==> src/logic/cpuPkg.sv <==
`default_nettype none

package cpuPkg;

  localparam int xlen = 32;
  localparam int regIndexWidth = 5;
  localparam int ledWidth = 6;

  // Memory-mapped peripherals
  localparam logic [xlen-1:0] ledAddress = 32'h0000_0100;
  localparam logic [xlen-1:0] buttonAddress = 32'h0000_0104;

  localparam logic [6:0] opR = 7'b0110011;
  localparam logic [6:0] opI = 7'b0010011;
  localparam logic [6:0] opLui = 7'b0110111;
  localparam logic [6:0] opAuipc = 7'b0010111;
  localparam logic [6:0] opLoad = 7'b0000011;
  localparam logic [6:0] opStore = 7'b0100011;
  localparam logic [6:0] opBranch = 7'b1100011;

  // aluAdd must stay at zero so a cleared payload is a no-op
  typedef enum logic [3:0] {
    aluAdd,
    aluSub,
    aluAnd,
    aluOr,
    aluXor,
    aluSlt,
    aluPassB
  } aluOp;

  typedef enum logic [1:0] {
    fwdNone,
    fwdMem,
    fwdWb
  } forwardSel;

  typedef struct packed {
    logic [xlen-1:0] instruction;
    logic [xlen-1:0] pc;
  } ifIdPayload;

  typedef struct packed {
    logic [xlen-1:0] pc;
    logic [xlen-1:0] lhsValue;
    logic [xlen-1:0] rhsValue;
    logic [regIndexWidth-1:0] lhsIndex;
    logic [regIndexWidth-1:0] rhsIndex;
    logic [regIndexWidth-1:0] writeIndex;
    logic [xlen-1:0] immediate;
    aluOp aluOp;
    logic aluSrc;
    logic pcToAlu;
    logic branch;
    logic branchNotEqual;
    logic memRead;
    logic memWrite;
    logic memToReg;
    logic regWrite;
  } idExPayload;

  typedef struct packed {
    logic [xlen-1:0] aluResult;
    logic [xlen-1:0] storeData;
    logic [regIndexWidth-1:0] writeIndex;
    logic memRead;
    logic memWrite;
    logic memToReg;
    logic regWrite;
  } exMemPayload;

  typedef struct packed {
    logic [xlen-1:0] memoryData;
    logic [xlen-1:0] aluResult;
    logic [regIndexWidth-1:0] writeIndex;
    logic memToReg;
    logic regWrite;
  } memWbPayload;

endpackage

`default_nettype wire
==> src/logic/hazardUnit.sv <==
`timescale 1ns/1ps
`default_nettype none

module hazardUnit (
  input wire [cpuPkg::regIndexWidth-1:0] decodeLhsIndex,
  input wire [cpuPkg::regIndexWidth-1:0] decodeRhsIndex,
  input wire [cpuPkg::regIndexWidth-1:0] executeWriteIndex,
  input wire executeMemRead,
  input wire [cpuPkg::regIndexWidth-1:0] executeLhsIndex,
  input wire [cpuPkg::regIndexWidth-1:0] executeRhsIndex,
  input wire [cpuPkg::regIndexWidth-1:0] memoryWriteIndex,
  input wire memoryRegWrite,
  input wire [cpuPkg::regIndexWidth-1:0] writebackWriteIndex,
  input wire writebackRegWrite,
  output logic stall,
  output cpuPkg::forwardSel lhsForward,
  output cpuPkg::forwardSel rhsForward
);

  // Younger producer wins
  function automatic cpuPkg::forwardSel selectSource(
    input logic [cpuPkg::regIndexWidth-1:0] index
  );
    if (memoryRegWrite && memoryWriteIndex != '0 && memoryWriteIndex == index) begin
      return cpuPkg::fwdMem;
    end else if (writebackRegWrite && writebackWriteIndex != '0
                 && writebackWriteIndex == index) begin
      return cpuPkg::fwdWb;
    end
    return cpuPkg::fwdNone;
  endfunction

  always_comb begin
    stall = executeMemRead && executeWriteIndex != '0
            && (executeWriteIndex == decodeLhsIndex || executeWriteIndex == decodeRhsIndex);
    lhsForward = selectSource(executeLhsIndex);
    rhsForward = selectSource(executeRhsIndex);
  end

endmodule

`default_nettype wire

==> config.mk <==
export PLATFORM = sky130hd
export DESIGN_NAME = hazardUnit
export DESIGN_NICKNAME = d
export VERILOG_FILES = /design/src/logic/cpuPkg.sv /design/src/logic/hazardUnit.sv
export SDC_FILE = /design/constraint.sdc
export NUM_CORES = 1
export LEC_CHECK = 0
export BUFFER_PORTS_ARGS = -buffer_cell sky130_fd_sc_hd__buf_2
export CORE_AREA = 2 2 39 41
export DETAILED_ROUTE_END_ITERATION = 7
export DIE_AREA = 0 0 41 43
export PLACE_DENSITY = 0.7
export SYNTH_ARGS = -nofsm -noshare
export SYNTH_HDL_FRONTEND = slang
export SYNTH_SLANG_ARGS = --single-unit
==> constraint.sdc <==
create_clock -name vclk -period 2.2
set_clock_uncertainty 0.1 [all_clocks]
set_input_delay 0.44 -clock vclk [all_inputs]
set_output_delay 0.44 -clock vclk [all_outputs]
set_load 0.03 [all_outputs]
==> impl_metrics.yaml <==
outcome:
  result_of_the_run: "complete, but fails checks"
  failed_checks: "negative setup slack"
timing:
  grt_setup_unrepaired: "true"
  postLayoutSetupSlackWorst_ps: -38.8
  fmax_ghz: 0.447
  worst_pin_slew_ps: 423
  setup_viol: 2
  slew_viol_final: 0
  final_hold_fails: 0
  normalized_max_slew_margin: 0.716
  final_min_period_over_clock_period: 1.02
  final.min_clock_period_ps: 2240
pwr:
  clock_power_share: 0
  power.switching_mw: 0.0653
  power.static_leakage_nw: 0.370
  cell_internal_pwr_mw: 0.0783
  total_chip_power_mw: 0.144
  pwr-share-comb: 1.000
  power_density_nw_per_um2: 183
  netSwitchingFraction: 0.455
  power.share.sequential: 0
  ir_drop_mv: 0.0669
drt:
  post_drt_via_cell_ratio: 4.73
  wl_per_cell_um: 11.2
  post-route-drc-count: 0
  wl_um: 1350
  initialDrtViolationCount: 0
  vias: 568
  dr.pass1.iters: 1
  antenna_left: 0
floorplanning:
  top_level_ports: 43
  dieHeight_um: 43
  core_area_um2: 1380
  fp-row-count: 14
  die_width_um: 41
  start_util: 0.283
  die_area_um2: 1760
grt:
  grt_start_max_net_pins: 4
  grt_first_pass_wirelength_um: 1970
  global_route_usage_over_all_layers: 0.156
  grt_pass1_vias: 536
  number_of_antenna_violations_at_the_first_check_in_global_routing: 0
  grt_overflow_total: 0
placed_design:
  finalWeightedCongestion: 0.646
  place.port_buffers: 43
  dpl_cell_area_um2: 747
  place.detailed.hpwl_um: 1200
critical_path:
  cpMaxStageDelayCell: "sky130_fd_sc_hd__or4_4"
  required_ps: 1660
  cpPeakStageDelay_ps: 550
  timing_worst_setup_path_type: "primary input to primary output"
  worstPathCellList: "buf_4, xor2_1, or4_4, nor4_4, buf_6"
  critical_path_arrival_ps: 1700
  critPathLaunchType: "primary input"
  worst-path-max-fanout: 2
  worstSetupEndpointType: "primary output"
clock_network:
  cts.hold.buffers_added: 0
  cts_post_setup_buffers_inserted: 0
synth:
  synthMostInstantiatedCell: "sky130_fd_sc_hd__xor2_1"
  netlist_top_cells_count: "20 x sky130_fd_sc_hd__xor2_1, 10 x sky130_fd_sc_hd__xnor2_1, 5 x sky130_fd_sc_hd__or4_1, 4 x sky130_fd_sc_hd__nand3_1"
  main_area_contributors_after_synthesis: "sky130_fd_sc_hd__xor2_1 45%, sky130_fd_sc_hd__xnor2_1 22%, sky130_fd_sc_hd__or4_1 9.6%"
  yosysWarnings: 0
  synthesized_netlist_cell_count: 49
  netlist.area_leader.share: 0.447
  synth.largest_area_cell: "sky130_fd_sc_hd__xor2_1"
  netlist_area_um2: 392
  synthDistinctLibCells: 11
  syn-mean-instance-area_um2: 7.99
  synth.net_count: 87
  synth-seq-area-share: 0
finish:
  nNetsFinal: 144
  seq_cells: 0
  areaGrowthSynthToFinish_pct: 101
  n_antenna_cell: 0
  final-seq-area_um2: 0
  final_util: 0.568
  layout-drive-gt1-share: 0.596
  final_layout_clock_buffer_total: 0
  final_area_um2: 786
run:
  max-cap-violations: 0
hold_path:
  hold_path.class: "primary input to primary output"
[path summary, 6_finish.rpt]
path,from,to,slack [ps],cells after the start
hold / removal,executeMemRead,stall,1150,4
setup / recovery,executeLhsIndex[4],lhsForward[1],-40,5
[placed cells by master (no fill, tap or decap)]
master	instances
sky130_fd_sc_hd__buf_2	38
sky130_fd_sc_hd__xor2_1	20
sky130_fd_sc_hd__buf_4	13
sky130_fd_sc_hd__xnor2_1	10
sky130_fd_sc_hd__nand3_1	4
sky130_fd_sc_hd__or4_1	3
sky130_fd_sc_hd__buf_6	3
sky130_fd_sc_hd__nor4_2	2
sky130_fd_sc_hd__nor3_1	2
sky130_fd_sc_hd__or4_4	2
sky130_fd_sc_hd__nor4_4	2
sky130_fd_sc_hd__o21ai_2	1
sky130_fd_sc_hd__o21ai_0	1
sky130_fd_sc_hd__a21oi_1	1
sky130_fd_sc_hd__o21ai_1	1
sky130_fd_sc_hd__buf_8	1
[layer usage]
| metal | GRT usage | vias to the layer above | share of wire |
|---|---|---|---|
| li1 | - | 287 | - |
| met1 | 0.152 | 244 | 0.33 |
| met2 | 0.338 | 37 | 0.54 |
| met3 | 0 | 0 | 0.12 |
| met4 | 0 | 0 | 0 |
| met5 | 0 | - | 0 |
[per-stage QoR]
stage	worst slack, ps	setup TNS [ps]	hold slack [ps]	std cells
final	-38.8	-63.9	1150	120
after global routing	-97.8	-164	1180	120
after CTS	-58.7	-91.6	1150	120
after detailed placement	-156	-292	1150	120
after global placement	-129	-245	1150	120
after floorplan	10.3	0	945	49
[layout make-up]
type | count | area, um^2
timing repair buffer | 55 | 337
multi-input combinational | 49 | 429
tap | 16 | 20.0
fill | 138 | 598
[power groups by stage]
stage | registers, mW | logic (mW) | clock network, mW
finish | 0 | 0.144 | 0
global route | 0 | 0.156 | 0
CTS | 0 | 0.144 | 0
detailed placement | 0 | 0.137 | 0
global placement | 0 | 0.134 | 0
floorplan | 0 | 0.0603 | 0
[critical path: cells and delay by family]
| kind | cells | cell delay (ps) |
|---|---|---|
| XOR/XNOR | 1 | 130 |
| buffers and inverters | 2 | 280 |
| AND/OR/NAND/NOR | 2 | 840 |
[timing repair]
| action | 4_1_cts | 5_1_grt |
|---|---|---|
| endpoints found under the setup margin | 2 | 2 |
| pin swaps | 3 | 1 |
| gates resized for setup | 9 | 2 |
[cell families (layout without fill, tap and decap cells)]
group,after synthesis,count (layout),synth area share
XOR/XNOR,30,30,0.671
AND/OR/NAND/NOR,15,15,0.268
AO/OA/AOI/OAI,4,4,0.0607
buffers and inverters,0,55,0
No activity file was read; power rests on OpenSTA's default activity.
