`src/logic/cpuPkg.sv`:
```
`default_nettype none

package cpuPkg;

  localparam int xlen = 32;
  localparam int regIndexWidth = 5;
  localparam int ledWidth = 6;

  // Memory-mapped peripherals
  localparam logic [xlen-1:0] ledAddress = 32'h0000_0100;
  localparam logic [xlen-1:0] buttonAddress = 32'h0000_0104;

  localparam logic [6:0] opR = 7'b0110011;
  localparam logic [6:0] opI = 7'b0010011;
  localparam logic [6:0] opLui = 7'b0110111;
  localparam logic [6:0] opAuipc = 7'b0010111;
  localparam logic [6:0] opLoad = 7'b0000011;
  localparam logic [6:0] opStore = 7'b0100011;
  localparam logic [6:0] opBranch = 7'b1100011;

  // aluAdd must stay at zero so a cleared payload is a no-op
  typedef enum logic [3:0] {
    aluAdd,
    aluSub,
    aluAnd,
    aluOr,
    aluXor,
    aluSlt,
    aluPassB
  } aluOp;

  typedef enum logic [1:0] {
    fwdNone,
    fwdMem,
    fwdWb
  } forwardSel;

  typedef struct packed {
    logic [xlen-1:0] instruction;
    logic [xlen-1:0] pc;
  } ifIdPayload;

  typedef struct packed {
    logic [xlen-1:0] pc;
    logic [xlen-1:0] lhsValue;
    logic [xlen-1:0] rhsValue;
    logic [regIndexWidth-1:0] lhsIndex;
    logic [regIndexWidth-1:0] rhsIndex;
    logic [regIndexWidth-1:0] writeIndex;
    logic [xlen-1:0] immediate;
    aluOp aluOp;
    logic aluSrc;
    logic pcToAlu;
    logic branch;
    logic branchNotEqual;
    logic memRead;
    logic memWrite;
    logic memToReg;
    logic regWrite;
  } idExPayload;

  typedef struct packed {
    logic [xlen-1:0] aluResult;
    logic [xlen-1:0] storeData;
    logic [regIndexWidth-1:0] writeIndex;
    logic memRead;
    logic memWrite;
    logic memToReg;
    logic regWrite;
  } exMemPayload;

  typedef struct packed {
    logic [xlen-1:0] memoryData;
    logic [xlen-1:0] aluResult;
    logic [regIndexWidth-1:0] writeIndex;
    logic memToReg;
    logic regWrite;
  } memWbPayload;

endpackage

`default_nettype wire
```
`src/logic/decoder.sv`:
```
`timescale 1ns/1ps
`default_nettype none

module decoder (
  input wire [cpuPkg::xlen-1:0] instruction,
  output cpuPkg::aluOp aluOp,
  output logic aluSrc,
  output logic pcToAlu,
  output logic branch,
  output logic branchNotEqual,
  output logic memRead,
  output logic memWrite,
  output logic memToReg,
  output logic regWrite,
  output logic [cpuPkg::xlen-1:0] immediate
);

  logic [6:0] opcode;
  logic [2:0] funct3;
  logic [6:0] funct7;

  assign opcode = instruction[6:0];
  assign funct3 = instruction[14:12];
  assign funct7 = instruction[31:25];

  // Shared by R and I forms
  function automatic cpuPkg::aluOp arithOp(input logic [2:0] f3, input logic isSub);
    case (f3)
      3'b000: return isSub ? cpuPkg::aluSub : cpuPkg::aluAdd;
      3'b010: return cpuPkg::aluSlt;
      3'b100: return cpuPkg::aluXor;
      3'b110: return cpuPkg::aluOr;
      3'b111: return cpuPkg::aluAnd;
      default: return cpuPkg::aluAdd;
    endcase
  endfunction

  always_comb begin
    aluOp = cpuPkg::aluAdd;
    aluSrc = 1'b0;
    pcToAlu = 1'b0;
    branch = 1'b0;
    branchNotEqual = 1'b0;
    memRead = 1'b0;
    memWrite = 1'b0;
    memToReg = 1'b0;
    regWrite = 1'b0;
    immediate = '0;
    case (opcode)
      cpuPkg::opR: begin
        aluOp = arithOp(funct3, funct7 == 7'b0100000);
        regWrite = 1'b1;
      end
      cpuPkg::opI: begin
        aluOp = arithOp(funct3, 1'b0);
        aluSrc = 1'b1;
        regWrite = 1'b1;
        immediate = {{20{instruction[31]}}, instruction[31:20]};
      end
      cpuPkg::opLui: begin
        aluOp = cpuPkg::aluPassB;
        aluSrc = 1'b1;
        regWrite = 1'b1;
        immediate = {instruction[31:12], 12'b0};
      end
      cpuPkg::opAuipc: begin
        aluSrc = 1'b1;
        pcToAlu = 1'b1;
        regWrite = 1'b1;
        immediate = {instruction[31:12], 12'b0};
      end
      cpuPkg::opLoad: begin
        aluSrc = 1'b1;
        memRead = 1'b1;
        memToReg = 1'b1;
        regWrite = 1'b1;
        immediate = {{20{instruction[31]}}, instruction[31:20]};
      end
      cpuPkg::opStore: begin
        aluSrc = 1'b1;
        memWrite = 1'b1;
        immediate = {{20{instruction[31]}}, instruction[31:25], instruction[11:7]};
      end
      cpuPkg::opBranch: begin
        branch = 1'b1;
        // funct3 bit 0 splits BEQ from BNE
        branchNotEqual = funct3[0];
        immediate = {{19{instruction[31]}}, instruction[31], instruction[7],
                     instruction[30:25], instruction[11:8], 1'b0};
      end
      default: begin
        regWrite = 1'b0;
      end
    endcase
  end

endmodule

`default_nettype wire

```
`config.mk`:
```
export PLATFORM = sky130hd
export DESIGN_NAME = decoder
export DESIGN_NICKNAME = d
export VERILOG_FILES = /design/src/logic/cpuPkg.sv /design/src/logic/decoder.sv
export SDC_FILE = /design/constraint.sdc
export NUM_CORES = 1
export LEC_CHECK = 0
export ABC_AREA = 1
export ABC_CLOCK_PERIOD_IN_PS = 1000
export BUFFER_PORTS_ARGS = -buffer_cell sky130_fd_sc_hd__buf_4
export CORE_UTILIZATION = 35
export DETAILED_ROUTE_END_ITERATION = 10
export PLACE_DENSITY_LB_ADDON = 0.05
export SETUP_SLACK_MARGIN = 0.5
export SYNTH_ARGS = -nofsm -noshare
export SYNTH_HDL_FRONTEND = slang
export SYNTH_SLANG_ARGS = --single-unit
```
`constraint.sdc`:
```
create_clock -name vclk -period 1
set_input_delay 0.1 -clock vclk [all_inputs]
set_output_delay 0.1 -clock vclk [all_outputs]
set_load 0.005 [all_outputs]
```
==> metrics, run 1 <==
Post-CTS Hold Buffers=0; Final Wtd Congestion=~0.82; die width=44.9 um; post-synth cell types=19; Cells after Synth=134; Run Error=[ERROR DPL-0038] Utilization greater than 100%, impossible to legalize; Mapped Area=about 640 um^2; die height=roughly 45 um; largest net degree at the start of global routing=23; outcome=stopped before the end; syn_nets=approximately 170; Port Buf Inserts=75; most frequent cell after synthesis=nand3_1; DP Area=1390 um^2; Exit stage=global routing; Yosys top cell by area=nand3_1; Synth warnings=0; largest cells by area after synthesis=nand3_1, nand2_1, inv_1; Top Ports=76; most frequent cells after synthesis=nand3_1, nand2_1, inv_1, nor2_1; FP Rows=15; Seq/Total Area, Yosys=0%; Initial Util=between 30% and 40%; dpl hpwl=between 2000 and 2500 um; Syn Area/Cell=4.81 um^2; worst_ep kind=primary output; share of the synthesized area in the top cell type=37.3%; post-GRT worst EP=immediate[16]
cells by family after synthesis:
kind of cell / after synthesis / synth area share, %
AND/OR/NAND/NOR: 99 / 72.8
buffers and inverters: 29 / 22.7
AO/OA/AOI/OAI: 5 / 3.88
other: 1 / 0.582
timing repair:
item | in CTS
pin swaps | 3
cloned | 0
resized for setup | 28
endpoints found under the setup margin | 43
setup buffers | 2
hold endpoints to repair | 0
stage by stage:
step                utilization [%]  setup slack [ns]  std cells
floorplan                         -             0.150        134
global placement               80.5            -0.133        238
detailed placement             80.5            -0.165        238
CTS                            87.7            -0.107        240
==> inputs of run 2 (changes only) <==
- CORE_AREA: unset -> 2 2 63 65
- CORE_UTILIZATION: 35 -> unset
- DIE_AREA: unset -> 0 0 65 67
- PLACE_DENSITY_LB_ADDON: 0.05 -> 0.15
- SETUP_SLACK_MARGIN: 0.5 -> unset
==> metrics, run 2 <==
Layout Cells excl Fill=around 270; syn_nets=166 (unchanged); kind of critical path=input port to output port; CP Cell Sequence=buf_8, nor2_4, nand2_4, nor2_4, buf_6, nand2_8, nand3_1, buf_4; post-route setup slack=-0.171 ns; Leak=1.06 nW; pwr/cell area=around 210 nW/um^2; WP data arrival=1.07 ns; share of the synthesized area in the top cell type=37.3% (unchanged); Max Fclk=about 850 MHz; Seq/Total Area, Yosys=0% (unchanged); Worst Hold Slack=0.459 ns; Hold Vio Cnt, Final=0; Pwr Total=361 uW; Final Core Density=46.6%; final setup violation count=40; max-capacitance violation count=0; vias in the first global route=1096; Avg WL per Cell=13.0 um; first-pass GRT wire length=4930 um; antenna cells=0; Post-CTS Hold Buffers=0 (unchanged); grt ovf=0; Hold Path End=immediate[3]; area grow syn2layout=161%; hold wc startpoint=instruction[10]; placed insts=261 (+9.7%); die height=67 um (+49%); outcome=complete, but fails checks; dpl hpwl=2260 um (+11%); CP bufs+invs=3; largest net degree at the start of global routing=21; Place WS=-0.292 ns (-0.127 ns); Hold Path Class=input port to output port; routed vias/inst=around 4.6; Peak VDD IR=0.144 mV; Top Ports=76 (unchanged); Min-Delay Path Depth=4; DRT iter0 DRCs=53; Worst EP required=0.90 ns; Slowest-stage cell, CP=nor2_4; crit path max fanout=10; Synth warnings=0 (unchanged); Mapped Area=644 um^2 (unchanged); Die Area=around 4400 um^2; register area=0 um^2; Port Buf Inserts=75 (unchanged); layout cells sized above 1=65.6%; Yosys top cell by area=nand3_1; RSZ-0062 raised after global routing=yes; Stages on worst setup path=8; critical path's most frequent cell=nor2_4; Setup crit end kind=output port; violated checks=setup timing; most frequent standard cell in the layout excluding fill and tap cells=buf_4; largest cells by area after synthesis=nand3_1, nand2_1, inv_1; min Tclk post-route=1.17 ns; antenna violations before repair=0; 1st-pass router iterations=6; die width=65 um (+45%); CP peak stage delay=0.19 ns; Syn Area/Cell=4.81 um^2 (unchanged); Final Wtd Congestion=0.711 (-14%); Core Box Area=3610 um^2; most frequent cell after synthesis=nand3_1; total number of vias=1251; most frequent cells in the layout=buf_4, nand3_1, buf_6; Final Slew Violations=0; Critical Path Start Type=input port; most frequent cells after synthesis=nand3_1, nand2_1, inv_1, nor2_1; clock buffers=0; total wire length=3550 um; final sequential cell count=0; FP Rows=22 (+7); period utilisation layout=117%; Cells after Synth=134 (unchanged); GRT Overall Usage=approximately 14%; DRT antenna net count=0; post-synth cell types=19 (unchanged); CP startpoint=instruction[3]; Initial Util=17.9% (-19 points); layout net count=258; Crit path max-delay family=simple AND/OR/NAND/NOR gates; DRC viols=0
-- run 2: cell counts after synthesis --
No cell type changed its count.
-- run 2: cells by family (layout without fill, tap and decap cells) --
group           count (synthesis)  in the layout  share of synthesized area [%]
simple gates                   99            101                           72.8
buf+inv                        29            117                           22.7
compound gates                  5              5                           3.88
other cells                     1              1                          0.582
-- run 2: layout make-up --
cell class	instances	area (um^2)
Fill cell	393	1930
Inverter	19	81.3
Multi-Input combinational cell	107	716
Tap cell	48	60.1
Timing Repair Buffer	98	822
-- run 2: metal layers --
layer | part of all wire, % | global-route usage [%]
met5 | 0 | 0
met4 | 0.42 | 0.798
met3 | 9.3 | 1.86
met2 | 48 | 24.7
met1 | 42 | 18.3
-- run 2: stage by stage --
step	instance area, um^2	setup TNS [ns]
finish	1680	-4.60
global placement	1300	-6.88
floorplan	644	0
detailed placement	1300	-6.15
global route	1680	-7.16
CTS	1470	-3.46
-- run 2: power breakdown --
group          switching [mW]  internal [mW]  total [mW]
Sequential                  0              0           0
Combinational           0.170          0.190       0.361
Clock                       0              0           0
-- run 2: worst max-delay path by stage --
stage | endpoint | slack, ns
after floorplan | immediate[19] | 0.13
after detailed placement | immediate[7] | -0.29
final | immediate[20] | -0.17
after global placement | immediate[6] | -0.28
after global routing | immediate[20] | -0.23
after CTS | immediate[8] | -0.13
-- run 2: timing repair --
item | 4_1_cts | 5_1_grt
endpoints found under the setup margin | 43 | 41
setup buffers | 4 | 3
gates resized for setup | 37 | 43
pin swaps | 9 | 8
gates cloned | 2 | 2
Power figures use the tool's default switching activity.
==> inputs of run 3 (changes only) <==
- PLACE_DENSITY: unset -> 0.48
- PLACE_DENSITY_LB_ADDON: 0.15 -> unset
- RECOVER_POWER: unset -> 100
==> metrics, run 3 (synthesis results as in run 2) <==
max-capacitance violation count=0 (unchanged); hold wc startpoint=instruction[10]; WP data arrival=0.97 ns (-0.10 ns); area grow syn2layout=163%; kind of critical path=input port to output port; total wire length=3270 um (-7.7%); dpl hpwl=2290 um (+1.2%); most frequent standard cell in the layout excluding fill and tap cells=buf_4; Final Core Density=47.1% (+0.49 points); register area=0 um^2 (unchanged); period utilisation layout=107% (-9.9 points); routed vias/inst=4.42 (-3.9%); GRT Overall Usage=13.7% (-0.11 points); clock buffers=0 (unchanged); placed insts=258 (-1.1%); Core Box Area=3610 um^2 (unchanged); Layout Cells excl Fill=262 (-3.7%); first-pass GRT wire length=4910 um (-0.57%); Avg WL per Cell=12.5 um (-4.2%); CP peak stage delay=0.15 ns (-0.04 ns); DRT iter0 DRCs=28 (-47%); post-route setup slack=-0.0727 ns (+0.0988 ns); Peak VDD IR=0.116 mV (-19%); violated checks=setup timing; total number of vias=1158 (-7.4%); antenna cells=0 (unchanged); RSZ-0062 raised after global routing=yes; FP Rows=22 (unchanged); outcome=complete, but fails checks; CP bufs+invs=4 (+1); grt ovf=0 (unchanged); Hold Path Class=input port to output port; Initial Util=17.9% (unchanged); multi-input logic area=733 um^2 (+2.4%); Port Buf Inserts=75 (unchanged); Slowest-stage cell, CP=buf_12; DRT antenna net count=0 (unchanged); Crit path max-delay family=buffers and inverters; layout cells sized above 1=66.8% (+1.2 points); Leak=1.05 nW (-0.56%); antenna violations before repair=0 (unchanged); min Tclk post-route=1.07 ns (-0.0988 ns); 1st-pass router iterations=4 (-2); Setup crit end kind=output port; DRC viols=0 (unchanged); Final Wtd Congestion=0.766 (+7.7%); die height=67 um (unchanged); # fillers=386 (-1.8%); vias in the first global route=1081 (-1.4%); pwr/cell area=201 nW/um^2 (-6.3%); final setup violation count=39 (-2.5%); CP startpoint=instruction[3]; Pwr Total=342 uW (-5.3%); CP Cell Sequence=buf_8, nor2_4, nand2_4, nor2_4, buf_12, buf_8, nand2_2, nand2_1, buf_4; die width=65 um (unchanged); Final Slew Violations=0 (unchanged); Top Ports=76 (unchanged); Hold Vio Cnt, Final=0 (unchanged); Worst EP required=0.90 ns (about the same); final sequential cell count=0 (unchanged); Die Area=4360 um^2 (unchanged); Place WS=-0.253 ns (+0.0383 ns); Max Fclk=932 MHz (+9.2%); most frequent cells in the layout=buf_4, buf_6, nand3_1; largest net degree at the start of global routing=24 (+14%); layout net count=248 (-3.9%); Post-CTS Hold Buffers=0 (unchanged); crit path max fanout=5 (-5); Critical Path Start Type=input port
run 3: worst paths after layout:
kind            to  cells after the start
max   immediate[1]                      9
min   immediate[3]                      4
run 3: power breakdown:
part	internal, mW	switching, mW
combinational	0.182	0.160
clock	0	0
sequential	0	0
run 3: cell type report:
class	instances	share of cell area, %
Inverter	19	4.65
Multi-Input combinational cell	106	43.2
Tap cell	48	3.54
Timing Repair Buffer	89	48.6
run 3: per-stage QoR:
stage	TNS, ns	hold slack [ns]	area, um^2
6_report	-1.77	0.458	1700
5_1_grt	-4.11	0.470	1700
4_1_cts	-2.22	0.461	1550
3_5_place_dp	-6.10	0.468	1290
3_3_place_gp	-5.63	0.465	1290
2_1_floorplan	0	0.231	644
run 3: layer usage:
| layer | vias to the layer above | routed length (um) | track usage [%] |
|---|---|---|---|
| met2 | 45 | 1690 | 26.3 |
| li1 | 597 | - | - |
| met4 | 0 | 0 | 0 |
| met1 | 516 | 1340 | 17.0 |
| met5 | - | 0 | 0 |
| met3 | 0 | 250 | 2.03 |
run 3: what timing repair did:
item                       CTS  global route
setup endpoints to repair   43            41
resized for setup           55            40
pin swaps                   11             8
setup buffers                3             0
cloned                       2             0
