==> config.mk <==
export PLATFORM = sky130hd
export DESIGN_NAME = executeUnit
export DESIGN_NICKNAME = d
export VERILOG_FILES = /design/src/logic/cpuPkg.sv /design/src/logic/executeUnit.sv
export SDC_FILE = /design/constraint.sdc
export NUM_CORES = 1
export LEC_CHECK = 0
export BUFFER_PORTS_ARGS = -buffer_cell sky130_fd_sc_hd__buf_2
export CAP_MARGIN = 20
export CORE_ASPECT_RATIO = 1.1
export CORE_MARGIN = 10
export CORE_UTILIZATION = 25
export DETAILED_ROUTE_END_ITERATION = 7
export PLACE_DENSITY = 0.51
export SETUP_SLACK_MARGIN = 0.15
export SYNTH_ARGS = -nofsm -noshare
export SYNTH_HDL_FRONTEND = slang
export SYNTH_SLANG_ARGS = --single-unit
==> constraint.sdc <==
create_clock -name vclk -period 4.6
set_input_delay 0.46 -clock vclk [all_inputs]
set_output_delay 0.46 -clock vclk [all_outputs]
set_load 0.1 [all_outputs]
==> src/logic/cpuPkg.sv <==
`default_nettype none

package cpuPkg;

  localparam int xlen = 32;
  localparam int regIndexWidth = 5;
  localparam int ledWidth = 6;

  // Memory-mapped peripherals
  localparam logic [xlen-1:0] ledAddress = 32'h0000_0100;
  localparam logic [xlen-1:0] buttonAddress = 32'h0000_0104;

  localparam logic [6:0] opR = 7'b0110011;
  localparam logic [6:0] opI = 7'b0010011;
  localparam logic [6:0] opLui = 7'b0110111;
  localparam logic [6:0] opAuipc = 7'b0010111;
  localparam logic [6:0] opLoad = 7'b0000011;
  localparam logic [6:0] opStore = 7'b0100011;
  localparam logic [6:0] opBranch = 7'b1100011;

  // aluAdd must stay at zero so a cleared payload is a no-op
  typedef enum logic [3:0] {
    aluAdd,
    aluSub,
    aluAnd,
    aluOr,
    aluXor,
    aluSlt,
    aluPassB
  } aluOp;

  typedef enum logic [1:0] {
    fwdNone,
    fwdMem,
    fwdWb
  } forwardSel;

  typedef struct packed {
    logic [xlen-1:0] instruction;
    logic [xlen-1:0] pc;
  } ifIdPayload;

  typedef struct packed {
    logic [xlen-1:0] pc;
    logic [xlen-1:0] lhsValue;
    logic [xlen-1:0] rhsValue;
    logic [regIndexWidth-1:0] lhsIndex;
    logic [regIndexWidth-1:0] rhsIndex;
    logic [regIndexWidth-1:0] writeIndex;
    logic [xlen-1:0] immediate;
    aluOp aluOp;
    logic aluSrc;
    logic pcToAlu;
    logic branch;
    logic branchNotEqual;
    logic memRead;
    logic memWrite;
    logic memToReg;
    logic regWrite;
  } idExPayload;

  typedef struct packed {
    logic [xlen-1:0] aluResult;
    logic [xlen-1:0] storeData;
    logic [regIndexWidth-1:0] writeIndex;
    logic memRead;
    logic memWrite;
    logic memToReg;
    logic regWrite;
  } exMemPayload;

  typedef struct packed {
    logic [xlen-1:0] memoryData;
    logic [xlen-1:0] aluResult;
    logic [regIndexWidth-1:0] writeIndex;
    logic memToReg;
    logic regWrite;
  } memWbPayload;

endpackage

`default_nettype wire
==> src/logic/executeUnit.sv <==
`timescale 1ns/1ps
`default_nettype none

module executeUnit (
  input wire cpuPkg::idExPayload payload,
  input wire cpuPkg::forwardSel lhsForward,
  input wire cpuPkg::forwardSel rhsForward,
  input wire [cpuPkg::xlen-1:0] memoryResult,
  input wire [cpuPkg::xlen-1:0] writebackResult,
  output logic [cpuPkg::xlen-1:0] aluResult,
  output logic [cpuPkg::xlen-1:0] storeData,
  output logic [cpuPkg::xlen-1:0] branchTarget,
  output logic takeBranch
);

  logic [cpuPkg::xlen-1:0] lhsOperand;
  logic [cpuPkg::xlen-1:0] rhsOperand;
  logic [cpuPkg::xlen-1:0] aluLhs;
  logic [cpuPkg::xlen-1:0] aluRhs;

  function automatic logic [cpuPkg::xlen-1:0] pickOperand(
    input cpuPkg::forwardSel sel,
    input logic [cpuPkg::xlen-1:0] registerValue,
    input logic [cpuPkg::xlen-1:0] memValue,
    input logic [cpuPkg::xlen-1:0] wbValue
  );
    case (sel)
      cpuPkg::fwdMem: return memValue;
      cpuPkg::fwdWb: return wbValue;
      default: return registerValue;
    endcase
  endfunction

  always_comb begin
    lhsOperand = pickOperand(lhsForward, payload.lhsValue, memoryResult, writebackResult);
    rhsOperand = pickOperand(rhsForward, payload.rhsValue, memoryResult, writebackResult);
    // AUIPC takes pc, immediates replace rhs
    aluLhs = payload.pcToAlu ? payload.pc : lhsOperand;
    aluRhs = payload.aluSrc ? payload.immediate : rhsOperand;

    case (payload.aluOp)
      cpuPkg::aluSub: aluResult = aluLhs - aluRhs;
      cpuPkg::aluAnd: aluResult = aluLhs & aluRhs;
      cpuPkg::aluOr: aluResult = aluLhs | aluRhs;
      cpuPkg::aluXor: aluResult = aluLhs ^ aluRhs;
      cpuPkg::aluSlt: aluResult = {31'b0, $signed(aluLhs) < $signed(aluRhs)};
      cpuPkg::aluPassB: aluResult = aluRhs;
      default: aluResult = aluLhs + aluRhs;
    endcase

    storeData = rhsOperand;
    takeBranch = payload.branch && ((lhsOperand == rhsOperand) != payload.branchNotEqual);
    branchTarget = payload.pc + payload.immediate;
  end

endmodule

`default_nettype wire

==> out/metrics.yaml, run 1 <==
groute.usage.overall_pct: 24.6
drive_above_1_share_pct: 50.4
std_cell_rows: 72
design_area_mm2: 0.0170
layout.area.seq_um2: 0
grt_pass1_vias: 14000
viasPerCell: 5.35
tightest_slew_ns: 0.746
synth_area_per_cell_um2: 6.32
drtPass1Iterations: 6
layout_setup_ws_ns: 0.0177
yosys-top-cells-count: "a21oi_1 (163), nor2_1 (143), inv_1 (142)"
grt_overflow: 0
slew_headroom_pct: 50.3
wl_met2_mm: 27.7
synth_area_leaders: "ha_1 (18%), a21oi_1 (9.0%), o21ai_0 (7.3%)"
highest_layer: "met4"
period_needed_ns: 4.58
post-route-period-util_pct: 99.6
final-setup-viol-count: 0
chipHeight_um: 219
yosysSeqAreaShare_pct: 0
drv_slew: 0
ant_nets: 0
seq_cell_count: 0
timing_worst_setup_path_type: "primary input to output pin"
wl_met1_mm: 24.8
wire_per_inst_um: 22.5
antenna_found_initial: 2
die_x_um: 201
irDropWorstVdd_mv: 0.268
vias: 13800
dp.cells: 2502
whs_path_depth: 3
cp-end-kind: "output pin"
synth_cell_types: 81
grt_first_pass_wirelength_mm: 85.9
die_area_mm2: 0.0441
power_density_mw_per_mm2: 298
drc: 0
power.leakage_nw: 7.94
core_area_mm2: 0.0354
drt-initial-drc-count: 915
clkbuf_count: 0
synth_most_common_cell: "a21oi_1"
drt-total-wl_mm: 58.0
cp-start-kind: "primary input"
synth.top_cell.area_share_pct: 18.2
yosys_warnings: 0
worstPathArrival_ns: 4.12
final_hold_viol_count: 0
setup_tns_ns: 0
synth_nets: 1784
grt_max_degree: 39
cp.required_ns: 4.14
dpl-instance-area_mm2: 0.0146
run_status: "complete, no violations"
synthCells: 1427
wl_met3_mm: 3.67
max_freq_mhz: 218
start_util_pct: 25.5
gp_congestion: 1.01
final_cells: 2582
io_pins: 320
dp_hpwl_mm: 48.0
pre_cts_ws_ns: -0.752
syn_area_mm2: 0.00902
totalPowerFinal_mw: 5.05
rsz0062_at_grt: "yes"
crit_fanout: 6
areaGrowthSynthToFinish_pct: 88.0
synth_area_leader_cell: "ha_1"
final_net_count: 2459
port_buffers: 301
worstHoldPathType: "primary input to output pin"
drv_cap: 0
[cell usage in the layout (no fill, tap or decap), types with 13 or more instances in the layout]
cell      count
nor3_1       14
a221oi_1     22
nand2_1     115
buf_4       402
buf_12       45
buf_6        42
ha_4         26
o21ai_1      28
o21ai_4      15
nor2_1      131
a22oi_1      50
ha_1        100
inv_1       130
o211ai_1     21
a21oi_1     107
o21ai_2      31
a22oi_2      24
a21oi_2      46
nand2b_1     13
o21ai_0      64
a21o_1       25
buf_2       265
o221ai_1     14
xnor2_1      27
xor2_1       34
o21bai_1     15
[layout make-up]
type                       count  area (um^2)
multi-input combinational   1194         9950
timing repair buffer         761         5860
tap                          481          602
fill                        3578        18400
antenna                        1         2.50
inverter                     145          557
[stage by stage]
step | hold slack, ns | utilization (%)
floorplan | 1.22 | -
global placement | 1.33 | 41.3
detailed placement | 1.34 | 41.3
CTS | 1.34 | 45.9
global route | 1.35 | 47.9
finish | 1.33 | 47.9
[power breakdown]
group	total (mW)	switching [mW]	internal, mW
registers	0	0	0
clock network	0.0000000291	0	0.0000000291
logic	5.05	3.13	1.92
[critical path, cell delays in order]
cell      delay, ns
buf_12         0.10
inv_6          0.03
ha_4           0.19
buf_6          0.15
a22oi_2        0.15
nor2_1         0.08
a21oi_2        0.15
nor2_1         0.08
a21oi_2        0.16
inv_2          0.07
ha_4           0.32
inv_2          0.07
buf_4          0.14
a211oi_2       0.21
a21oi_2        0.10
o211ai_1       0.20
nand3_2        0.15
a31oi_4        0.31
buf_6          0.15
o41ai_4        0.07
buf_6          0.15
a221oi_4       0.33
o21ai_4        0.11
buf_12         0.19
[final timing paths]
kind | to | start | slack, ns
worst max-delay path | aluResult[28] | rhsForward[0] | 0.02
worst min-delay path | takeBranch | payload[5] | 1.33
[cell families (layout without fill, tap and decap cells)]
group	count (synthesis)	count (layout)	share of synthesized area, %
compound gates	602	602	44.6
mux	7	7	0.873
xor+xnor	63	63	6.11
buf+inv	233	906	10.1
other cells	0	1	0
simple gates	388	388	19.5
fa+ha+maj	134	134	18.8
[timing repair]
action                                  4_1_cts  5_1_grt
endpoints found under the setup margin       24       23
pin swaps                                    97       60
cloned                                        3        0
resized for setup                           299      109
hold buffers                                  0        0
buffers inserted                             52       24
[routing by layer]
metal / GRT usage (%) / vias to the layer above
met4: 6.21 / 0
met1: 31.1 / 6549
met3: 3.32 / 83
met2: 43.1 / 584
li1: - / 6586
met5: 0 / -
(Power assumes the default switching activity.)
==> inputs of run 2 (changes only) <==
CORE_UTILIZATION = 48   (was 25)
PLACE_DENSITY = 0.85   (was 0.51)
==> run 2 against run 1 <==
  * The run now fails in 5_1_grt
  * Synthesized area stayed put
  * Synthesized cell count stayed put
==> out/metrics.yaml, run 2 <==
dp_hpwl_mm: 41.1
dp.cells: 2155
stop_stage: "5_1_grt"
die_x_um: 151
start_util_pct: 49.0
synth_nets: 1784
grt_max_degree: 45
synth_area_leader_cell: "ha_1"
error: "[ERROR GRT-0232] Routing congestion too high. Check the congestion heatmap in the GUI."
postGrtWorstEndpoint: "aluResult[0]"
synth_area_per_cell_um2: 6.32
yosys_warnings: 0
yosys-top-cells-count: "a21oi_1 (163), nor2_1 (143), inv_1 (142)"
grt_overflow: 302
synth_cell_types: 81
std_cell_rows: 52
syn_area_mm2: 0.00902
dpl-instance-area_mm2: 0.0134
io_pins: 320
synth_area_leaders: "ha_1 (18%), a21oi_1 (9.0%), o21ai_0 (7.3%)"
cts_hold_buf: 0
groute.usage.overall_pct: 81.9
synth_most_common_cell: "a21oi_1"
synthCells: 1427
port_buffers: 301
worst-ep-kind: "output port"
run_status: "aborted with a tool error"
yosysSeqAreaShare_pct: 0
chipHeight_um: 164
gp_congestion: 1.12
synth.top_cell.area_share_pct: 18.2
[run 2: cell counts after synthesis]
Identical to the previous run, type by type.
[run 2: per-stage QoR]
step / setup slack (ns) / utilization, %
2_1_floorplan: -0.660 / -
3_3_place_gp: -0.287 / 72.9
3_5_place_dp: -0.383 / 72.9
4_1_cts: -0.0300 / 81.0
[run 2: what timing repair did]
action	4_1_cts
setup endpoints to repair	22
resized for setup	249
cloned	2
pin swaps	85
setup buffers	67
[run 2: routing by layer]
metal,overflow,global-route usage [%]
met1,25,77.6
met2,150,93.3
met3,23,77.9
met4,100,81.2
met5,4,53.0
[run 2: cells by family after synthesis]
logic type | after synthesis | share of synthesized area [%]
muxes | 7 | 0.873
adders and majority gates | 134 | 18.8
AOI/OAI and AO/OA | 602 | 44.6
buffers and inverters | 233 | 10.1
and+or+nand+nor | 388 | 19.5
xor gates and xnor gates | 63 | 6.11
==> inputs of run 3 (changes only) <==
CORE_ASPECT_RATIO = default   (was 1.1)
CORE_UTILIZATION = 36   (was 48)
PLACE_DENSITY = default   (was 0.85)
PLACE_DENSITY_LB_ADDON = 0.15   (was default)
SETUP_SLACK_MARGIN = default   (was 0.15)
clock period = 6 ns   (was 4.6 ns; I/O delays follow)
==> run 3 against run 2 <==
  * The flow now finishes without violations
==> out/metrics.yaml, run 3 (synthesized netlist as in run 1, its figures left out) <==
run_status: "complete, no violations"
cpMaxStageDelayCell: "ha_2"
post-route-period-util_pct: 97.6
rsz0062_at_grt: "no"
drv_cap: 0
crit_buf_inv: 5
dp_hpwl_mm: 38.6
cpPeakStageDelay_ns: 0.51
grt_pass1_vias: 11500
drc: 0
dp.cells: 2024
crit_fanout: 17
drive_above_1_share_pct: 24.9
port_buffers: 301
drt-total-wl_mm: 46.0
timing_worst_setup_path_type: "primary input to output pin"
fillCellCount: 2633
power.leakage_nw: 5.46
tightest_slew_ns: 0.890
irDropWorstVdd_mv: 0.223
final_net_count: 2059
setup_tns_ns: 0
crit_cells: 19
power_density_mw_per_mm2: 244
io_pins: 320
final-setup-viol-count: 0
final_cells: 2030
chipHeight_um: 178
final_hold_viol_count: 0
max_freq_mhz: 171
totalPowerFinal_mw: 2.79
groute.usage.overall_pct: 26.9
crit_chain: "buf_2 > inv_1 > ha_2 > buf_4 > nor2_1 > a21oi_1 > o21ai_0 > fa_1 > nor2b_1 > o21ai_0 > a21oi_1 > o211ai_1 > nand3_1 > a31oi_4 > o31ai_1 > a2111oi_1 > buf_4 > o22a_1 > buf_12"
cp-end-kind: "output pin"
postCtsSetupBuffers: 0
mostFrequentLayoutCell: "buf_2"
wire_per_inst_um: 22.7
vias: 12200
slew_headroom_pct: 40.0
drt-initial-drc-count: 1317
grt_first_pass_wirelength_mm: 67.6
die_x_um: 178
cp-start-kind: "primary input"
hp-start: "payload[5]"
start_util_pct: 36.9
worstPathArrival_ns: 5.26
startpoint: "lhsForward[0]"
clkbuf_count: 0
gp_congestion: 0.980
grt_max_degree: 35
final_cell_mix: "buf_2 (284), a21oi_1 (161), nor2_1 (143)"
cp.required_ns: 5.40
drv_slew: 0
areaGrowthSynthToFinish_pct: 26.9
antenna_found_initial: 7
grt_overflow: 0
worstHoldPathType: "primary input to output pin"
die_area_mm2: 0.0318
seq_cell_count: 0
cts_hold_buf: 0
period_needed_ns: 5.86
std_cell_rows: 57
viasPerCell: 6.00
layout.area.seq_um2: 0
whs_path_depth: 3
critPathCapture: "aluResult[0]"
crit_family: "compound AO/OA/AOI/OAI gates"
core_area_mm2: 0.0245
ant_nets: 0
drtPass1Iterations: 5
-- run 3: layout make-up --
cell class / instances / area, um^2 / area share (%)
diodes: 6 / 15.0 / 0.131
inverters: 145 / 544 / 4.75
multi-input cells: 1194 / 8250 / 72.1
well taps: 324 / 405 / 3.54
repair buffers: 361 / 2230 / 19.5
-- run 3: worst min-delay path: cells and delay by family --
family                 cells  cell delay (ns)
AO/OA/AOI/OAI              1             0.12
buffers and inverters      2             0.38
-- run 3: how the worst min path moves through the flow --
stage,endpoint,slack [ns]
4_1_cts,takeBranch,1.72
5_1_grt,takeBranch,1.73
3_3_place_gp,takeBranch,1.72
6_report,takeBranch,1.71
2_1_floorplan,storeData[0],1.50
3_5_place_dp,takeBranch,1.72
-- run 3: repair_timing --
action | in CTS | in global routing
hold endpoints to repair | 0 | 0
resized for setup | 0 | 6
setup endpoints to repair | 0 | 5
-- run 3: per-stage QoR --
stage	util, %	worst slack [ns]	instance area, um^2	hold slack [ns]
after global routing	46.8	0.00948	11400	1.73
after CTS	46.6	0.0902	11400	1.72
after floorplan	-	-0.0113	9110	1.50
after detailed placement	46.6	0.116	11400	1.72
after global placement	46.6	0.150	11400	1.72
final	46.8	0.145	11400	1.71
-- run 3: report_power, final --
group | internal [mW] | switching [mW] | total, mW | leakage (nW)
clock network | 0.000000134 | 0 | 0.000000134 | 0.0000380
logic | 0.764 | 2.02 | 2.79 | 5.46
registers | 0 | 0 | 0 | 0
-- run 3: layer usage --
metal  up-vias  part of all wire [%]  track usage [%]
li1       5776                     -                -
met1      5673                    43             36.3
met2       656                    45             42.9
met3        68                   9.4             5.05
met4         2                   2.8             6.79
met5         -                 0.028                0
